--- config.mk ---
export PLATFORM = sky130hd
export DESIGN_NAME = fetch_top
export DESIGN_NICKNAME = d
export VERILOG_FILES = /design/src/verilog/isa_pkg.sv /design/src/verilog/fetch_pkg.sv /design/src/verilog/fetch_cfg_regs.sv /design/src/verilog/fetch_pc_gen.sv /design/src/verilog/fetch_if_stage.sv /design/src/verilog/fetch_top.sv
export SDC_FILE = /design/constraint.sdc
export NUM_CORES = 1
export LEC_CHECK = 0
export BUFFER_PORTS_ARGS = -buffer_cell sky130_fd_sc_hd__buf_4
export CAP_MARGIN = 0
export CORE_MARGIN = 2
export CORE_UTILIZATION = 45
export CTS_BUF_LIST = sky130_fd_sc_hd__clkbuf_16
export DETAILED_ROUTE_END_ITERATION = 8
export PLACE_DENSITY = 0.77
export SLEW_MARGIN = 15
export SYNTH_ARGS = -nofsm -noshare
export SYNTH_HDL_FRONTEND = slang
export SYNTH_SLANG_ARGS = --single-unit
export TNS_END_PERCENT = 1
--- constraint.sdc ---
create_clock -name clk -period 7.4 [get_ports clk]
set_input_delay 0.37 -clock clk [delete_from_list [all_inputs] [get_ports clk]]
set_output_delay 0.37 -clock clk [all_outputs]
set_load 0.005 [all_outputs]
--- src/verilog/isa_pkg.sv ---
package isa_pkg;

	//////////////////////////////////////////////////
	// Major opcodes, bits 31:26 of every instruction
	//////////////////////////////////////////////////

	typedef enum logic [5:0] {
		OPC_J     = 6'h00,
		OPC_JAL   = 6'h01,
		OPC_BNF   = 6'h03,
		OPC_BF    = 6'h04,
		OPC_NOP   = 6'h05,
		OPC_MOVHI = 6'h06,
		OPC_SYS   = 6'h08,
		OPC_RFE   = 6'h09,
		OPC_JR    = 6'h11,
		OPC_JALR  = 6'h12,
		OPC_LWZ   = 6'h21,
		OPC_SW    = 6'h35,
		OPC_ALU   = 6'h38
	} opcode_e;

	// No-op inserted for flush, squash and fetch errors
	localparam logic [31:0] NOP_BUBBLE = {OPC_NOP, 26'h041_0000};

	// No-op shown while a fetch is still outstanding
	localparam logic [31:0] NOP_STALL = {OPC_NOP, 26'h061_0000};

	//////////////////////////////////////////////////
	// Cache response tags
	//////////////////////////////////////////////////

	typedef enum logic [3:0] {
		ITAG_NI = 4'h0,  // normal fetch
		ITAG_BE = 4'hB,  // bus error
		ITAG_PE = 4'hC,  // page fault
		ITAG_TE = 4'hD   // TLB miss
	} itag_e;

endpackage

--- src/verilog/fetch_pkg.sv ---
package fetch_pkg;

	//////////////////////////////////////////////////
	// Instruction cache port
	//////////////////////////////////////////////////

	// Level request, adr stable until ack or err
	typedef struct packed {
		logic        cycstb;
		logic [31:0] adr;
	} ic_req_t;

	// Response, adr echoes the request it answers
	typedef struct packed {
		logic [31:0]   dat;
		logic          ack;
		logic          err;
		logic [31:0]   adr;
		isa_pkg::itag_e tag;
	} ic_rsp_t;

	// Toward decode
	typedef struct packed {
		logic [31:0] insn;
		logic [31:0] pc;
		logic        itlbmiss;
		logic        immufault;
		logic        ibuserr;
	} if_out_t;

	//////////////////////////////////////////////////
	// Exceptions and vectors
	//////////////////////////////////////////////////

	typedef enum logic [1:0] {
		EXC_BUS  = 2'd0,
		EXC_IMMU = 2'd1,
		EXC_ITLB = 2'd2,
		EXC_SYS  = 2'd3
	} exc_e;

	localparam logic [31:0] RESET_OFFSET    = 32'h0000_0100;
	localparam logic [31:0] VEC_OFFSET_BUS  = 32'h0000_0200;
	localparam logic [31:0] VEC_OFFSET_IMMU = 32'h0000_0400;
	localparam logic [31:0] VEC_OFFSET_ITLB = 32'h0000_0A00;
	localparam logic [31:0] VEC_OFFSET_SYS  = 32'h0000_0C00;

	// Offset of a cause from the vector base
	function automatic logic [31:0] vec_offset(exc_e cause);
		case (cause)
			EXC_BUS:  return VEC_OFFSET_BUS;
			EXC_IMMU: return VEC_OFFSET_IMMU;
			EXC_ITLB: return VEC_OFFSET_ITLB;
			default:  return VEC_OFFSET_SYS;
		endcase
	endfunction

	//////////////////////////////////////////////////
	// Configuration registers
	//////////////////////////////////////////////////

	// Vector base is 8 KiB aligned
	localparam int EVBAR_LSB = 13;

	typedef enum logic {
		CFG_EVBAR = 1'b0,
		CFG_CTRL  = 1'b1
	} cfg_addr_e;

	typedef struct packed {
		logic [31:0] evbar;
		logic        fetch_en;
	} fetch_cfg_t;

endpackage

--- src/verilog/fetch_cfg_regs.sv ---
`timescale 1ns/100ps

module fetch_cfg_regs (
	input  logic                  clk,
	input  logic                  rst_n_i,
	input  logic                  cfg_we_i,
	input  fetch_pkg::cfg_addr_e  cfg_addr_i,
	input  logic [31:0]           cfg_wdata_i,
	output logic [31:0]           cfg_rdata_o,
	output fetch_pkg::fetch_cfg_t cfg_o
);

	import fetch_pkg::*;

	// Only the upper bits of the base are stored
	logic [31:EVBAR_LSB] evbar_q;
	logic                fetch_en_q;

	//////////////////////////////////////////////////
	// Write port
	//////////////////////////////////////////////////

	always_ff @(posedge clk or negedge rst_n_i) begin
		if (!rst_n_i) begin
			evbar_q    <= '0;
			// Fetch starts right out of reset
			fetch_en_q <= 1'b1;
		end else if (cfg_we_i) begin
			if (cfg_addr_i == CFG_EVBAR) begin
				// Low bits dropped on write
				evbar_q <= cfg_wdata_i[31:EVBAR_LSB];
			end else begin
				fetch_en_q <= cfg_wdata_i[0];
			end
		end
	end

	//////////////////////////////////////////////////
	// Read-back and outputs
	//////////////////////////////////////////////////

	always_comb begin
		case (cfg_addr_i)
			CFG_EVBAR: cfg_rdata_o = {evbar_q, {EVBAR_LSB{1'b0}}};
			// Enable sits in bit 0
			default:   cfg_rdata_o = {31'd0, fetch_en_q};
		endcase
	end

	// Base reads as zero below bit 13
	assign cfg_o.evbar    = {evbar_q, {EVBAR_LSB{1'b0}}};
	assign cfg_o.fetch_en = fetch_en_q;

endmodule

--- src/verilog/fetch_pc_gen.sv ---
`timescale 1ns/100ps

module fetch_pc_gen (
	input  logic                  clk,
	input  logic                  rst_n_i,
	input  fetch_pkg::fetch_cfg_t cfg_i,
	input  fetch_pkg::ic_rsp_t    ic_rsp_i,
	input  logic                  freeze_i,
	input  logic                  saving_i,
	input  logic                  redirect_i,
	input  logic [31:0]           redirect_pc_i,
	input  logic                  except_i,
	input  fetch_pkg::exc_e       except_cause_i,
	output fetch_pkg::ic_req_t    ic_req_o,
	output logic                  flushpipe_o
);

	import fetch_pkg::*;

	// Word address of the current fetch
	logic [31:2] pc_q;
	logic [31:2] pc_d;
	// Bit 0 marker, first fetch after a flush
	logic        mark_q;
	logic        mark_d;
	logic        cycstb_q;
	logic        cycstb_d;
	// Saved instruction waiting in the stage
	logic        hold_q;
	logic        hold_d;
	logic        done;
	logic [31:0] exc_target;

	// Fetch completes on ack or err
	assign done = cycstb_q & (ic_rsp_i.ack | ic_rsp_i.err);

	// Flush is combinational from the control pulses
	assign flushpipe_o = except_i | redirect_i;

	assign exc_target = cfg_i.evbar + vec_offset(except_cause_i);

	//////////////////////////////////////////////////
	// Next address and request level
	//////////////////////////////////////////////////

	always_comb begin
		pc_d     = pc_q;
		mark_d   = mark_q;
		cycstb_d = cycstb_q;
		hold_d   = hold_q;

		if (except_i) begin
			// Exception wins over redirect
			pc_d     = exc_target[31:2];
			mark_d   = 1'b1;
			hold_d   = 1'b0;
			cycstb_d = cfg_i.fetch_en;
		end else if (redirect_i) begin
			pc_d     = redirect_pc_i[31:2];
			mark_d   = 1'b1;
			hold_d   = 1'b0;
			cycstb_d = cfg_i.fetch_en;
		end else begin
			// Sequential step
			if (done) begin
				pc_d   = pc_q + 30'd1;
				mark_d = 1'b0;
			end

			if (saving_i) begin
				// Stage took it under freeze, pause
				hold_d   = 1'b1;
				cycstb_d = 1'b0;
			end else if (hold_q) begin
				// Resume once the saved one goes out
				if (!freeze_i) begin
					hold_d   = 1'b0;
					cycstb_d = cfg_i.fetch_en;
				end
			end else if (!cycstb_q || done) begin
				// Idle or just finished
				cycstb_d = cfg_i.fetch_en;
			end
		end
	end

	//////////////////////////////////////////////////
	// State
	//////////////////////////////////////////////////

	always_ff @(posedge clk or negedge rst_n_i) begin
		if (!rst_n_i) begin
			// Vector base resets to zero
			pc_q     <= RESET_OFFSET[31:2];
			mark_q   <= 1'b0;
			cycstb_q <= 1'b0;
			hold_q   <= 1'b0;
		end else begin
			pc_q     <= pc_d;
			mark_q   <= mark_d;
			cycstb_q <= cycstb_d;
			hold_q   <= hold_d;
		end
	end

	assign ic_req_o.cycstb = cycstb_q;
	assign ic_req_o.adr    = {pc_q, 1'b0, mark_q};

endmodule

--- src/verilog/fetch_if_stage.sv ---
`timescale 1ns/100ps

module fetch_if_stage (
	input  logic               clk,
	input  logic               rst_n_i,
	input  fetch_pkg::ic_rsp_t ic_rsp_i,
	input  logic               freeze_i,
	input  logic               flushpipe_i,
	input  logic               rfe_i,
	input  logic               no_more_dslot_i,
	output fetch_pkg::if_out_t if_out_o,
	output logic               if_stall_o,
	output logic               saving_insn_o
);

	import isa_pkg::*;

	// Decoded fetch error flags
	typedef struct packed {
		logic itlbmiss;
		logic immufault;
		logic ibuserr;
	} if_err_t;

	logic        rsp_done;
	logic        save_insn;
	logic        bypass;
	logic        bypass_q;
	logic        squash;
	logic        saved_q;
	logic [31:0] insn_saved_q;
	logic [31:2] addr_saved_q;
	if_err_t     err_saved_q;
	if_err_t     err_rsp;
	if_err_t     err_out;

	assign rsp_done = ic_rsp_i.ack | ic_rsp_i.err;

	// Response under freeze, nothing held yet
	assign save_insn     = rsp_done & freeze_i & ~saved_q;
	assign saving_insn_o = ~flushpipe_i & save_insn;

	//////////////////////////////////////////////////
	// Bypass after flush
	//////////////////////////////////////////////////

	// Bubbles until the marked address comes back
	assign bypass = flushpipe_i | (bypass_q & ~(rsp_done & ic_rsp_i.adr[0]));

	always_ff @(posedge clk or negedge rst_n_i) begin
		if (!rst_n_i) begin
			bypass_q <= 1'b0;
		end else begin
			bypass_q <= bypass;
		end
	end

	//////////////////////////////////////////////////
	// Saved instruction
	//////////////////////////////////////////////////

	always_ff @(posedge clk or negedge rst_n_i) begin
		if (!rst_n_i) begin
			saved_q <= 1'b0;
		end else if (flushpipe_i) begin
			saved_q <= 1'b0;
		end else if (save_insn) begin
			saved_q <= 1'b1;
		end else if (!freeze_i) begin
			// Delivered on the first unfrozen edge
			saved_q <= 1'b0;
		end
	end

	// Payload, qualified by saved_q
	always_ff @(posedge clk) begin
		if (saving_insn_o) begin
			insn_saved_q <= ic_rsp_i.err ? NOP_BUBBLE : ic_rsp_i.dat;
			addr_saved_q <= ic_rsp_i.adr[31:2];
			err_saved_q  <= err_rsp;
		end
	end

	//////////////////////////////////////////////////
	// Error decode
	//////////////////////////////////////////////////

	assign err_rsp.itlbmiss  = ic_rsp_i.err & (ic_rsp_i.tag == ITAG_TE);
	assign err_rsp.immufault = ic_rsp_i.err & (ic_rsp_i.tag == ITAG_PE);
	assign err_rsp.ibuserr   = ic_rsp_i.err & (ic_rsp_i.tag == ITAG_BE);

	always_comb begin
		if (no_more_dslot_i || bypass) begin
			// Killed slot or discarded response
			err_out = '0;
		end else if (saved_q) begin
			err_out = err_saved_q;
		end else begin
			err_out = err_rsp;
		end
	end

	//////////////////////////////////////////////////
	// Output to decode
	//////////////////////////////////////////////////

	assign squash = no_more_dslot_i | rfe_i | bypass;

	always_comb begin
		if (squash) begin
			if_out_o.insn = NOP_BUBBLE;
		end else if (saved_q) begin
			if_out_o.insn = insn_saved_q;
		end else if (ic_rsp_i.err) begin
			if_out_o.insn = NOP_BUBBLE;
		end else if (ic_rsp_i.ack) begin
			if_out_o.insn = ic_rsp_i.dat;
		end else begin
			if_out_o.insn = NOP_STALL;
		end
	end

	// Word aligned, marker bit dropped
	assign if_out_o.pc = saved_q ? {addr_saved_q, 2'b00} : {ic_rsp_i.adr[31:2], 2'b00};

	assign if_out_o.itlbmiss  = err_out.itlbmiss;
	assign if_out_o.immufault = err_out.immufault;
	assign if_out_o.ibuserr   = err_out.ibuserr;

	assign if_stall_o = ~rsp_done & ~saved_q;

endmodule

--- src/verilog/fetch_top.sv ---
`timescale 1ns/100ps

module fetch_top (
	input  logic                 clk,
	input  logic                 rst_n_i,
	// Configuration access
	input  logic                 cfg_we_i,
	input  fetch_pkg::cfg_addr_e cfg_addr_i,
	input  logic [31:0]          cfg_wdata_i,
	output logic [31:0]          cfg_rdata_o,
	// Instruction cache
	output fetch_pkg::ic_req_t   ic_req_o,
	input  fetch_pkg::ic_rsp_t   ic_rsp_i,
	// Pipeline control
	input  logic                 freeze_i,
	input  logic                 redirect_i,
	input  logic [31:0]          redirect_pc_i,
	input  logic                 except_i,
	input  fetch_pkg::exc_e      except_cause_i,
	input  logic                 rfe_i,
	input  logic                 no_more_dslot_i,
	// To decode
	output fetch_pkg::if_out_t   if_out_o,
	output logic                 if_stall_o,
	output logic                 saving_insn_o
);

	import fetch_pkg::*;

	fetch_cfg_t cfg;
	logic       flushpipe;
	logic       saving;

	//////////////////////////////////////////////////
	// Blocks
	//////////////////////////////////////////////////

	fetch_cfg_regs u_cfg_regs (
		.clk         (clk),
		.rst_n_i     (rst_n_i),
		.cfg_we_i    (cfg_we_i),
		.cfg_addr_i  (cfg_addr_i),
		.cfg_wdata_i (cfg_wdata_i),
		.cfg_rdata_o (cfg_rdata_o),
		.cfg_o       (cfg)
	);

	// Address and request
	fetch_pc_gen u_pc_gen (
		.clk            (clk),
		.rst_n_i        (rst_n_i),
		.cfg_i          (cfg),
		.ic_rsp_i       (ic_rsp_i),
		.freeze_i       (freeze_i),
		.saving_i       (saving),
		.redirect_i     (redirect_i),
		.redirect_pc_i  (redirect_pc_i),
		.except_i       (except_i),
		.except_cause_i (except_cause_i),
		.ic_req_o       (ic_req_o),
		.flushpipe_o    (flushpipe)
	);

	// Saving follows the stage, not the top output
	fetch_if_stage u_if_stage (
		.clk             (clk),
		.rst_n_i         (rst_n_i),
		.ic_rsp_i        (ic_rsp_i),
		.freeze_i        (freeze_i),
		.flushpipe_i     (flushpipe),
		.rfe_i           (rfe_i),
		.no_more_dslot_i (no_more_dslot_i),
		.if_out_o        (if_out_o),
		.if_stall_o      (if_stall_o),
		.saving_insn_o   (saving)
	);

	assign saving_insn_o = saving;

endmodule

After elaboration in Yosys (flattened, before gate mapping)
Cells that the tools add are included.
Widths: inputs -> output; s select.
Word-level totals
  logic and storage cells: 80
  flip-flop bits (word level): 120
  output and inout port bits: 134
  input bits: 145
Cells by class
  multiplexer cells: 29
  equal/unequal tests: 7
  add/subtract/negate cells: 2
  reductions and logical operators: 9
  bitwise logic cells: 20
Operators with widths (count)
  $mux 32: 6
  $mux 30: 3
  $pmux 12 s3: 1
  $add 32x12->32: 1
  $add 30x1->30 const B: 1
  $mux 1: 17
  $eq 4x4->1 const B: 3
  $and 1x1->1: 10
  $mux 3: 2
  $reduce_and 2->1: 3
  $ne 5x5->1 const B: 1
  $not 1->1: 5
  $or 1x1->1: 5
  $reduce_bool 5->1: 1
  $ne 3x1->1 const B: 1
  $reduce_bool 3->1: 1
  $eq 2x1->1 const B: 1
  $eq 2x2->1 const B: 1
  $logic_not 2->1: 1
  $logic_or 1x1->1: 2
  $logic_not 1->1: 1

Depth between registers and ports, before layout
Gate-level depths: netlist of run 1.
  word-level depth: 8
  mapped depth: 8
  depth with buffers taken out: 6

Hierarchy
Synthesis of run 1 repeated with hierarchy kept, for this count alone.
Unflattened totals
  cell total of the unflattened synthesis: 699
  area, all modules: 7290.7 sq um
Modules (own cells, without submodules)
  fetch_if_stage: area each 3203.1 sq um, cells each 244, times used 1, sequential area each 2001.9 sq um
  fetch_pc_gen: area each 2947.8 sq um, cells each 362, times used 1, sequential area each 827.0 sq um
  fetch_cfg_regs: area each 1139.8 sq um, cells each 93, times used 1, sequential area each 501.7 sq um

Worst setup path before layout of run 1
Ideal clock, no wire load.
  path kind: input port to flip-flop
  start point: in except_i
  end point: reg u_if_stage.addr_saved_q[10] in the netlist's numbering, enable pin
  cell stages on the path: 5
  data required time: 6.826 ns
  buffers on the path: 2
  setup slack: 1.242 ns
  library setup time: 0.574 ns
  arrival time: 5.584 ns
  cell sequence: clkbuf_1 nor2_1 clkbuf_1 nand2_1 nor3_1
Between the ends
  longest elaborated chain between the ends: 3
Ends and longest elaborated chain
  start: declaration: line fetch_top.sv:18  | input logic except_i,
  $or 1x1->1: line fetch_pc_gen.sv:38  | assign flushpipe_o = except_i | redirect_i;
  $not 1->1: line fetch_if_stage.sv:41  | assign saving_insn_o = ~flushpipe_i & save_insn;
  $and 1x1->1: line fetch_if_stage.sv:41
  via saving_insn_o: line fetch_top.sv:25  | output logic saving_insn_o
  end signal: assignment: line fetch_if_stage.sv:79  | addr_saved_q <= ic_rsp_i.adr[31:2];
  end: declaration: line fetch_if_stage.sv:32  | logic [31:2] addr_saved_q;
The timed path passes the listed nets, and every way through them passes these cells.
A chain may end at the register's enable or synchronous reset.

==> results of run 1 <==
==> synth_stat cells (4+ instances only) <==
cell type / count / share of area [%]
sky130_fd_sc_hd__nand3_1: 11 / 0.87
sky130_fd_sc_hd__nand2_1: 38 / 2.3
sky130_fd_sc_hd__mux2i_1: 11 / 1.7
sky130_fd_sc_hd__o21ai_0: 16 / 1.3
sky130_fd_sc_hd__nor3_1: 13 / 1.0
sky130_fd_sc_hd__nor3b_1: 4 / 0.47
sky130_fd_sc_hd__edfxtp_1: 65 / 31
sky130_fd_sc_hd__nor2_1: 49 / 2.9
sky130_fd_sc_hd__a21oi_1: 34 / 2.7
sky130_fd_sc_hd__inv_1: 7 / 0.41
sky130_fd_sc_hd__and2_1: 5 / 0.49
sky130_fd_sc_hd__nor4_1: 8 / 0.79
sky130_fd_sc_hd__o31ai_1: 5 / 0.59
sky130_fd_sc_hd__xnor2_1: 11 / 1.5
sky130_fd_sc_hd__buf_4: 17 / 2.0
sky130_fd_sc_hd__clkbuf_1: 35 / 2.1
sky130_fd_sc_hd__o22ai_1: 9 / 0.89
sky130_fd_sc_hd__a22oi_1: 35 / 4.1
sky130_fd_sc_hd__or2_2: 6 / 0.59
sky130_fd_sc_hd__dfrtp_1: 53 / 21
sky130_fd_sc_hd__mux2_2: 49 / 8.7
sky130_fd_sc_hd__nor2b_1: 49 / 4.8
sky130_fd_sc_hd__nand4_1: 9 / 0.89
sky130_fd_sc_hd__nand2b_1: 6 / 0.59
==> registers in the layout, summed over array words and instances, names as in the netlist <==
| signal | count |
|---|---|
| u_if_stage.insn_saved_q | 32 |
| u_if_stage.addr_saved_q | 30 |
| u_pc_gen.pc_q | 30 |
| u_cfg_regs.evbar_q | 19 |
| u_if_stage.err_saved_q | 3 |
| u_cfg_regs.fetch_en_q | 1 |
| u_if_stage.bypass_q | 1 |
| u_if_stage.saved_q | 1 |
| u_pc_gen.cycstb_q | 1 |
| u_pc_gen.hold_q | 1 |
| u_pc_gen.mark_q | 1 |
==> cell type report <==
type	instances	share of cell area (%)
clock buffers	17	4.826
clock inverters	15	1.718
inverters	9	0.3833
multi-input cells	421	31.26
flip-flops and latches	120	37.80
well taps	180	2.555
repair buffers	252	21.46
==> worst paths after layout <==
| check | start | endpoint | slack [ns] | cells past startpoint |
|---|---|---|---|---|
| setup / recovery | u_if_stage.saved_q$_DFFE_PN0P_ | if_out_o[63] | 4.57 | 6 |
| hold / removal | rst_n_i | u_cfg_regs.evbar_q[14]$_DFFE_PN0P_ | 0.02 | 1 |
| setup reg to reg | u_pc_gen.pc_q[8]$_DFFE_PN1P_ | u_pc_gen.pc_q[30]$_DFFE_PN0P_ | 4.99 | 5 |
| hold reg to reg | u_if_stage.bypass_q$_DFF_PN0_ | u_if_stage.bypass_q$_DFF_PN0_ | 0.47 | 2 |
| max in group asynchronous | rst_n_i | u_if_stage.saved_q$_DFFE_PN0P_ | 6.86 | 1 |
| min in group clk | ic_rsp_i[16] | u_if_stage.addr_saved_q[12]$_DFFE_PP_ | 0.13 | 1 |
==> layer usage <==
layer | GRT usage [%] | vias up | part of all wire [%]
met1 | 28.24 | 2690 | 40
li1 | - | 2594 | -
met4 | 8.980 | 0 | 1.7
met3 | 6.877 | 34 | 8.7
met5 | 0 | - | 0
met2 | 41.68 | 290 | 50
==> worst register-to-register path: stages (launching register included) <==
cell,delay (ns)
sky130_fd_sc_hd__dfstp_2,0.61
sky130_fd_sc_hd__nand4_2,0.18
sky130_fd_sc_hd__or4_4,0.65
sky130_fd_sc_hd__or4_4,0.57
sky130_fd_sc_hd__a21oi_1,0.15
sky130_fd_sc_hd__o221a_1,0.19
==> logic make-up after synthesis <==
| group | share of synthesized area (%) |
|---|---|
| buf+inv | 4.935 |
| simple gates | 17.67 |
| fa+ha+maj | 0.1974 |
| xor+xnor | 1.935 |
| flops | 52.55 |
| compound gates | 12.22 |
| mux | 10.44 |
| other cells | 0.05916 |
==> per-stage QoR <==
stage	instances	power (mW)
6_report	1014	1.921
2_1_floorplan	605	0.9578
4_1_cts	1014	1.932
3_5_place_dp	982	1.126
3_3_place_gp	982	1.114
5_1_grt	1014	1.995
==> report_power, final <==
group | internal (mW) | total [mW] | switching [mW]
Combinational | 0.172 | 0.310 | 0.138
Clock | 0.495 | 0.806 | 0.311
Sequential | 0.756 | 0.806 | 0.0494
Total | 1.42 | 1.92 | 0.498
==> cells in the final DEF (no fill, tap or decap), types with 4 or more instances in the layout <==
master and count:
sky130_fd_sc_hd__a21oi_1 34, sky130_fd_sc_hd__a22oi_1 35, sky130_fd_sc_hd__and2_1 5, sky130_fd_sc_hd__buf_4 252, sky130_fd_sc_hd__clkbuf_16 17, sky130_fd_sc_hd__clkinvlp_4 5
sky130_fd_sc_hd__conb_1 15, sky130_fd_sc_hd__dfrtp_1 52, sky130_fd_sc_hd__edfxtp_1 65, sky130_fd_sc_hd__inv_1 7, sky130_fd_sc_hd__mux2_2 49, sky130_fd_sc_hd__mux2i_1 11
sky130_fd_sc_hd__nand2_1 38, sky130_fd_sc_hd__nand2b_1 6, sky130_fd_sc_hd__nand3_1 11, sky130_fd_sc_hd__nand4_1 9, sky130_fd_sc_hd__nor2_1 49, sky130_fd_sc_hd__nor2b_1 48
sky130_fd_sc_hd__nor3_1 12, sky130_fd_sc_hd__nor3b_1 4, sky130_fd_sc_hd__nor4_1 8, sky130_fd_sc_hd__o21ai_0 16, sky130_fd_sc_hd__o22ai_1 9, sky130_fd_sc_hd__o31ai_1 5
sky130_fd_sc_hd__or2_2 6, sky130_fd_sc_hd__xnor2_1 11
==> results.cfg, run 1 <==
[outcome]
outcome = completed

[clocking]
cts_hold_repair.buffers = 0
postCtsSetupBuffers = 0
postCtsResizedCells = 0
cts.clk_slew.worst_paths_ns = 0.05
cts_inserted_buffers = 17
insertion_delay_ns = 0.42
tritoncts_clock_tree = yes
cts_max_level = 4
ctsLongestPathBuffers = 2
cts_root_buf = sky130_fd_sc_hd__clkbuf_16
clock_sinks = 120

[setup_path]
slowest_stage = sky130_fd_sc_hd__buf_4
required_time_at_the_endpoint_of_the_critical_path_ns = 7.03
critical_path.max_stage_delay_ns = 0.59
endpoint_kind_of_the_worst_setup_timing_path = primary output
critical_path.startpoint_type = flop
timing_worst_setup_path_type = reg -> out
path_delay_family = buffers and inverters
cp_data_arrival_time_ns = 2.46
worst-path-max-fanout = 64
cp_cell_sequence = buf_4, clkinv_1, nand2_1, o22ai_1, nand2_1, buf_4
path_buf_inv = 3

[final_layout]
multiInputGateArea_um2 = 2755
post_layout_instance_area_um2 = 8815
insertedDiodeCount = 0
layout_area_overhead_pct = 39.06
design.final.nets = 967
sequential_cell_area_um2 = 3332
post_route_cells_drive_above_1_share_pct = 41.49
filler_cell_count = 1103
final_core_util_pct = 63.75

[logic_synthesis]
syn-instance-count = 591
mappedNetlistArea_um2 = 6339
yosys_warnings = 0
ys_async_sr_fraction_pct = 45.83
yosys_register_bits = 120
synth_cell_type_count = 55
synth_flop_cell = sky130_fd_sc_hd__edfxtp_1
synth_area_per_cell_um2 = 10.73
ys_seq_area_share_pct = 52.55
synth-edff-count = 65

[timing]
count_of_final_hold_check_violations = 0
worst_hold_slack_ns = 0.01628
slew_headroom_pct = 26.04
worstMarginPinSlew_ns = 1.104
period_utilization_pct = 38.24
finalCriticalPeriod_ns = 2.830
fmax_mhz = 353.4
fin_setup_tns_ns = 0
timing.final.max_slew_violations = 0
grt_setup_unrepaired = no
finalSetupViolCount = 0
final.setup.worst_slack_ns = 4.570
clock_skew_ns = 0.006563

[grt]
grt_pass1_vias = 5543
global_route.usage.total_pct = 24.06
grt_start_max_net_pins = 67
grt_antenna_before_repair = 0
global_route.overflow_total = 0
grt_first_pass_wirelength_um = 27900

[placed_design]
gp_routability_congestion = 0.8361
dp.final_hpwl_um = 13410
place_worst_setup_slack_ns = 4.750
quantity_of_i_o_buffers_inserted_on_ports = 248
postPlaceCellArea_um2 = 8238

[routing]
drtAntennaViolNets = 0
drt_first_pass_iters = 5
drcViolationCount = 0
vias = 5608
via_per_inst = 5.531
detail_route.iter0.violations = 365
finalWirelength_um = 18830
drt-wirelength-per-cell_um = 18.57

[die]
top_level_ports = 279
dieWidth_um = 122.7
floorplan.core_area_um2 = 13830
floorplan.die_area_um2 = 15050
initial_utilization_pct = 45.84
rows = 43
die_y_um = 122.7

[power]
power.density_nw_per_um2 = 217.9
max-vdd-ir-drop_mv = 0.1506
total_leakage_power_nw = 3.665

[flow_run]
drv.max_cap_violation_count = 0

[min_path]
hold_class = in -> async
(Power assumes the default switching activity.)
==> run 2: changes to the inputs <==
==> constraint.sdc (replaced) <==
create_clock -name clk -period 2.9 [get_ports clk]
set_input_delay 0.145 -clock clk [delete_from_list [all_inputs] [get_ports clk]]
set_output_delay 0.145 -clock clk [all_outputs]
set_load 0.005 [all_outputs]
==> run 2 against run 1 <==
Net effect: clock-buffer cell count did not move; first-iteration DRC count rose by 27%; global-route usage rose by 3.1 points; non-clock buffer count rose by 73; clock skew rose by 0.0013 ns; core utilization rose by 5.0 points; sequential cell count did not move; critical endpoint is now if_out_o[61].
==> results.cfg, run 2 (same netlist as run 1, synthesis figures left out) <==
[die]
floorplan.die_area_um2 = 15050
floorplan.core_area_um2 = 13830
dieWidth_um = 122.7
die_y_um = 122.7
rows = 43
initial_utilization_pct = 45.84
top_level_ports = 279

[grt]
groute.layer.met1.usage_pct = 30.34
met3_track_usage_gr_pct = 8.132
grt_pass1_vias = 6117
grt_first_pass_wirelength_um = 31240
global_route.overflow_total = 0
grt_antenna_before_repair = 0
global_route.usage.total_pct = 27.18
grt.busiest_layer = met2
gr_layer_usage_met2_pct = 47.03
grt_start_max_net_pins = 62

[final_layout]
mostFrequentLayoutCell = sky130_fd_sc_hd__buf_4
most_frequent_cells_in_the_layout = sky130_fd_sc_hd__buf_4, sky130_fd_sc_hd__dlygate4sd3_1, sky130_fd_sc_hd__edfxtp_1, sky130_fd_sc_hd__dfrtp_1
final_core_util_pct = 68.75
insertedDiodeCount = 0
largestRegisters = u_if_stage.insn_saved_q (32), u_if_stage.addr_saved_q (30), u_pc_gen.pc_q (30)
filler_cell_count = 999
design.final.nets = 1040
largest_register_ffs = 32
layoutNonFillerInstCount = 1087
max_flop_register = u_if_stage.insn_saved_q
layout_area_overhead_pct = 49.98
post_route_cells_drive_above_1_share_pct = 38.70

[placed_design]
gp_routability_congestion = 0.9181
place_worst_setup_slack_ns = 0.5371
quantity_of_i_o_buffers_inserted_on_ports = 248
dp.final_hpwl_um = 13860
number_of_placed_cells_counting_well_taps = 990

[clocking]
insertion_delay_ns = 0.42
cts_max_level = 4
clock_sinks = 120
cts.clk_slew.worst_paths_ns = 0.06
postCtsResizedCells = 0
tritoncts_clock_tree = yes
ctsLongestPathBuffers = 2
cts_inserted_buffers = 17
cts_root_buf = sky130_fd_sc_hd__clkbuf_16

[power]
power.density_nw_per_um2 = 513.3
max-vdd-ir-drop_mv = 0.3710
p_sw_share_pct = 26.33
p_sw_mw = 1.285
power.share.sequential_pct = 42.1
design_internal_power_mw = 3.595
share_comb_of_total_power_pct = 18.3
total_leakage_power_nw = 3.970
power.clock.fraction_pct = 39.6

[setup_path]
slowest_stage = sky130_fd_sc_hd__buf_4
cp_data_arrival_time_ns = 2.57
worst-path-max-fanout = 61
critical_path.startpoint_type = flop
endpoint_kind_of_the_worst_setup_timing_path = primary output
timing_worst_setup_path_type = reg -> out
cp_cell_sequence = buf_4, clkinv_1, nand2_1, o22ai_1, nand2_1, buf_4
startpoint = u_if_stage.saved_q$_DFFE_PN0P_
path_delay_family = buffers and inverters
required_time_at_the_endpoint_of_the_critical_path_ns = 2.76
critical_path.max_stage_delay_ns = 0.58
path_buf_inv = 3
rr_startpoint = u_pc_gen.pc_q[8]$_DFFE_PN1P_

[min_path]
worst_hold_startpoint = redirect_pc_i[6]
hold_class = in -> reg

[timing]
finalSetupViolCount = 0
clock_skew_ns = 0.007826
grt_setup_unrepaired = no
worstMarginPinSlew_ns = 0.7427
fmax_mhz = 368.7
fin_setup_tns_ns = 0
finalCriticalPeriod_ns = 2.712
timing.final.max_slew_violations = 0
final.setup.worst_slack_ns = 0.1876
count_of_final_hold_check_violations = 0
slew_headroom_pct = 50.49
period_utilization_pct = 93.53

[routing]
drcViolationCount = 0
vias = 6034
finalWirelength_um = 20810
drt-wirelength-per-cell_um = 19.14
detail_route.iter0.violations = 462
drt_first_pass_iters = 5
drtAntennaViolNets = 0
via_per_inst = 5.551

[outcome]
outcome = completed

[flow_run]
drv.max_cap_violation_count = 0
run 2: per-stage QoR:
step           instance area, µm²  power (mW)  hold slack [ns]
6_report                     9507       4.880          0.01541
5_1_grt                      9507       5.064         0.002919
4_1_cts                      9507       4.893        0.0007611
3_5_place_dp                 8317       2.887           0.2558
3_3_place_gp                 8317       2.858           0.2503
2_1_floorplan                6402       2.442          -0.1506
run 2: worst register-to-register path, stage by stage, from the launching register on:
cell and delay, ns:
sky130_fd_sc_hd__dfstp_2 0.60, sky130_fd_sc_hd__nand4_2 0.20, sky130_fd_sc_hd__or4_4 0.66, sky130_fd_sc_hd__or4_4 0.56, sky130_fd_sc_hd__a21oi_1 0.16, sky130_fd_sc_hd__o221a_1 0.19
run 2: cell type report:
| cell class | instances | area, µm² | share of cell area (%) |
|---|---|---|---|
| Clock inverter | 15 | 113.9 | 1.198 |
| Clock buffer | 17 | 425.4 | 4.475 |
| Timing Repair Buffer | 325 | 2615 | 27.51 |
| Multi-Input combinational cell | 421 | 2761 | 29.05 |
| Tap cell | 180 | 225.2 | 2.369 |
| Sequential cell | 120 | 3332 | 35.05 |
| Inverter | 9 | 33.78 | 0.3554 |
run 2: power groups by stage:
stage / Combinational, mW / Sequential [mW] / Clock, mW
finish: 0.892 / 2.06 / 1.93
global route: 0.967 / 2.07 / 2.02
CTS: 0.884 / 2.05 / 1.96
detailed placement: 0.803 / 2.08 / 0
global placement: 0.785 / 2.07 / 0
floorplan: 0.390 / 2.05 / 0
run 2: worst paths after layout:
check                                                          end  slack, ns  cells after the start
min in group asynchronous       u_cfg_regs.evbar_q[15]$_DFFE_PN0P_       0.32                      2
worst max register to register       u_pc_gen.pc_q[30]$_DFFE_PN0P_       0.48                      5
max in group asynchronous           u_if_stage.saved_q$_DFFE_PN0P_       2.05                      2
worst max-delay path                                  if_out_o[61]       0.19                      6
worst min register to register       u_if_stage.bypass_q$_DFF_PN0_       0.49                      2
worst min-delay path                  u_pc_gen.pc_q[6]$_DFFE_PN0P_       0.02                      3
run 2: timing repair:
action / in CTS / in global routing
buffers inserted: 0 / 0
hold endpoints to repair: 117 / 0
hold buffers: 65 / 0
run 2: routing by layer:
| layer | wire length (µm) | up-vias |
|---|---|---|
| li1 | - | 2758 |
| met1 | 7706 | 2909 |
| met2 | 10620 | 319 |
| met3 | 1876 | 48 |
| met4 | 605 | 0 |
| met5 | 0 | - |
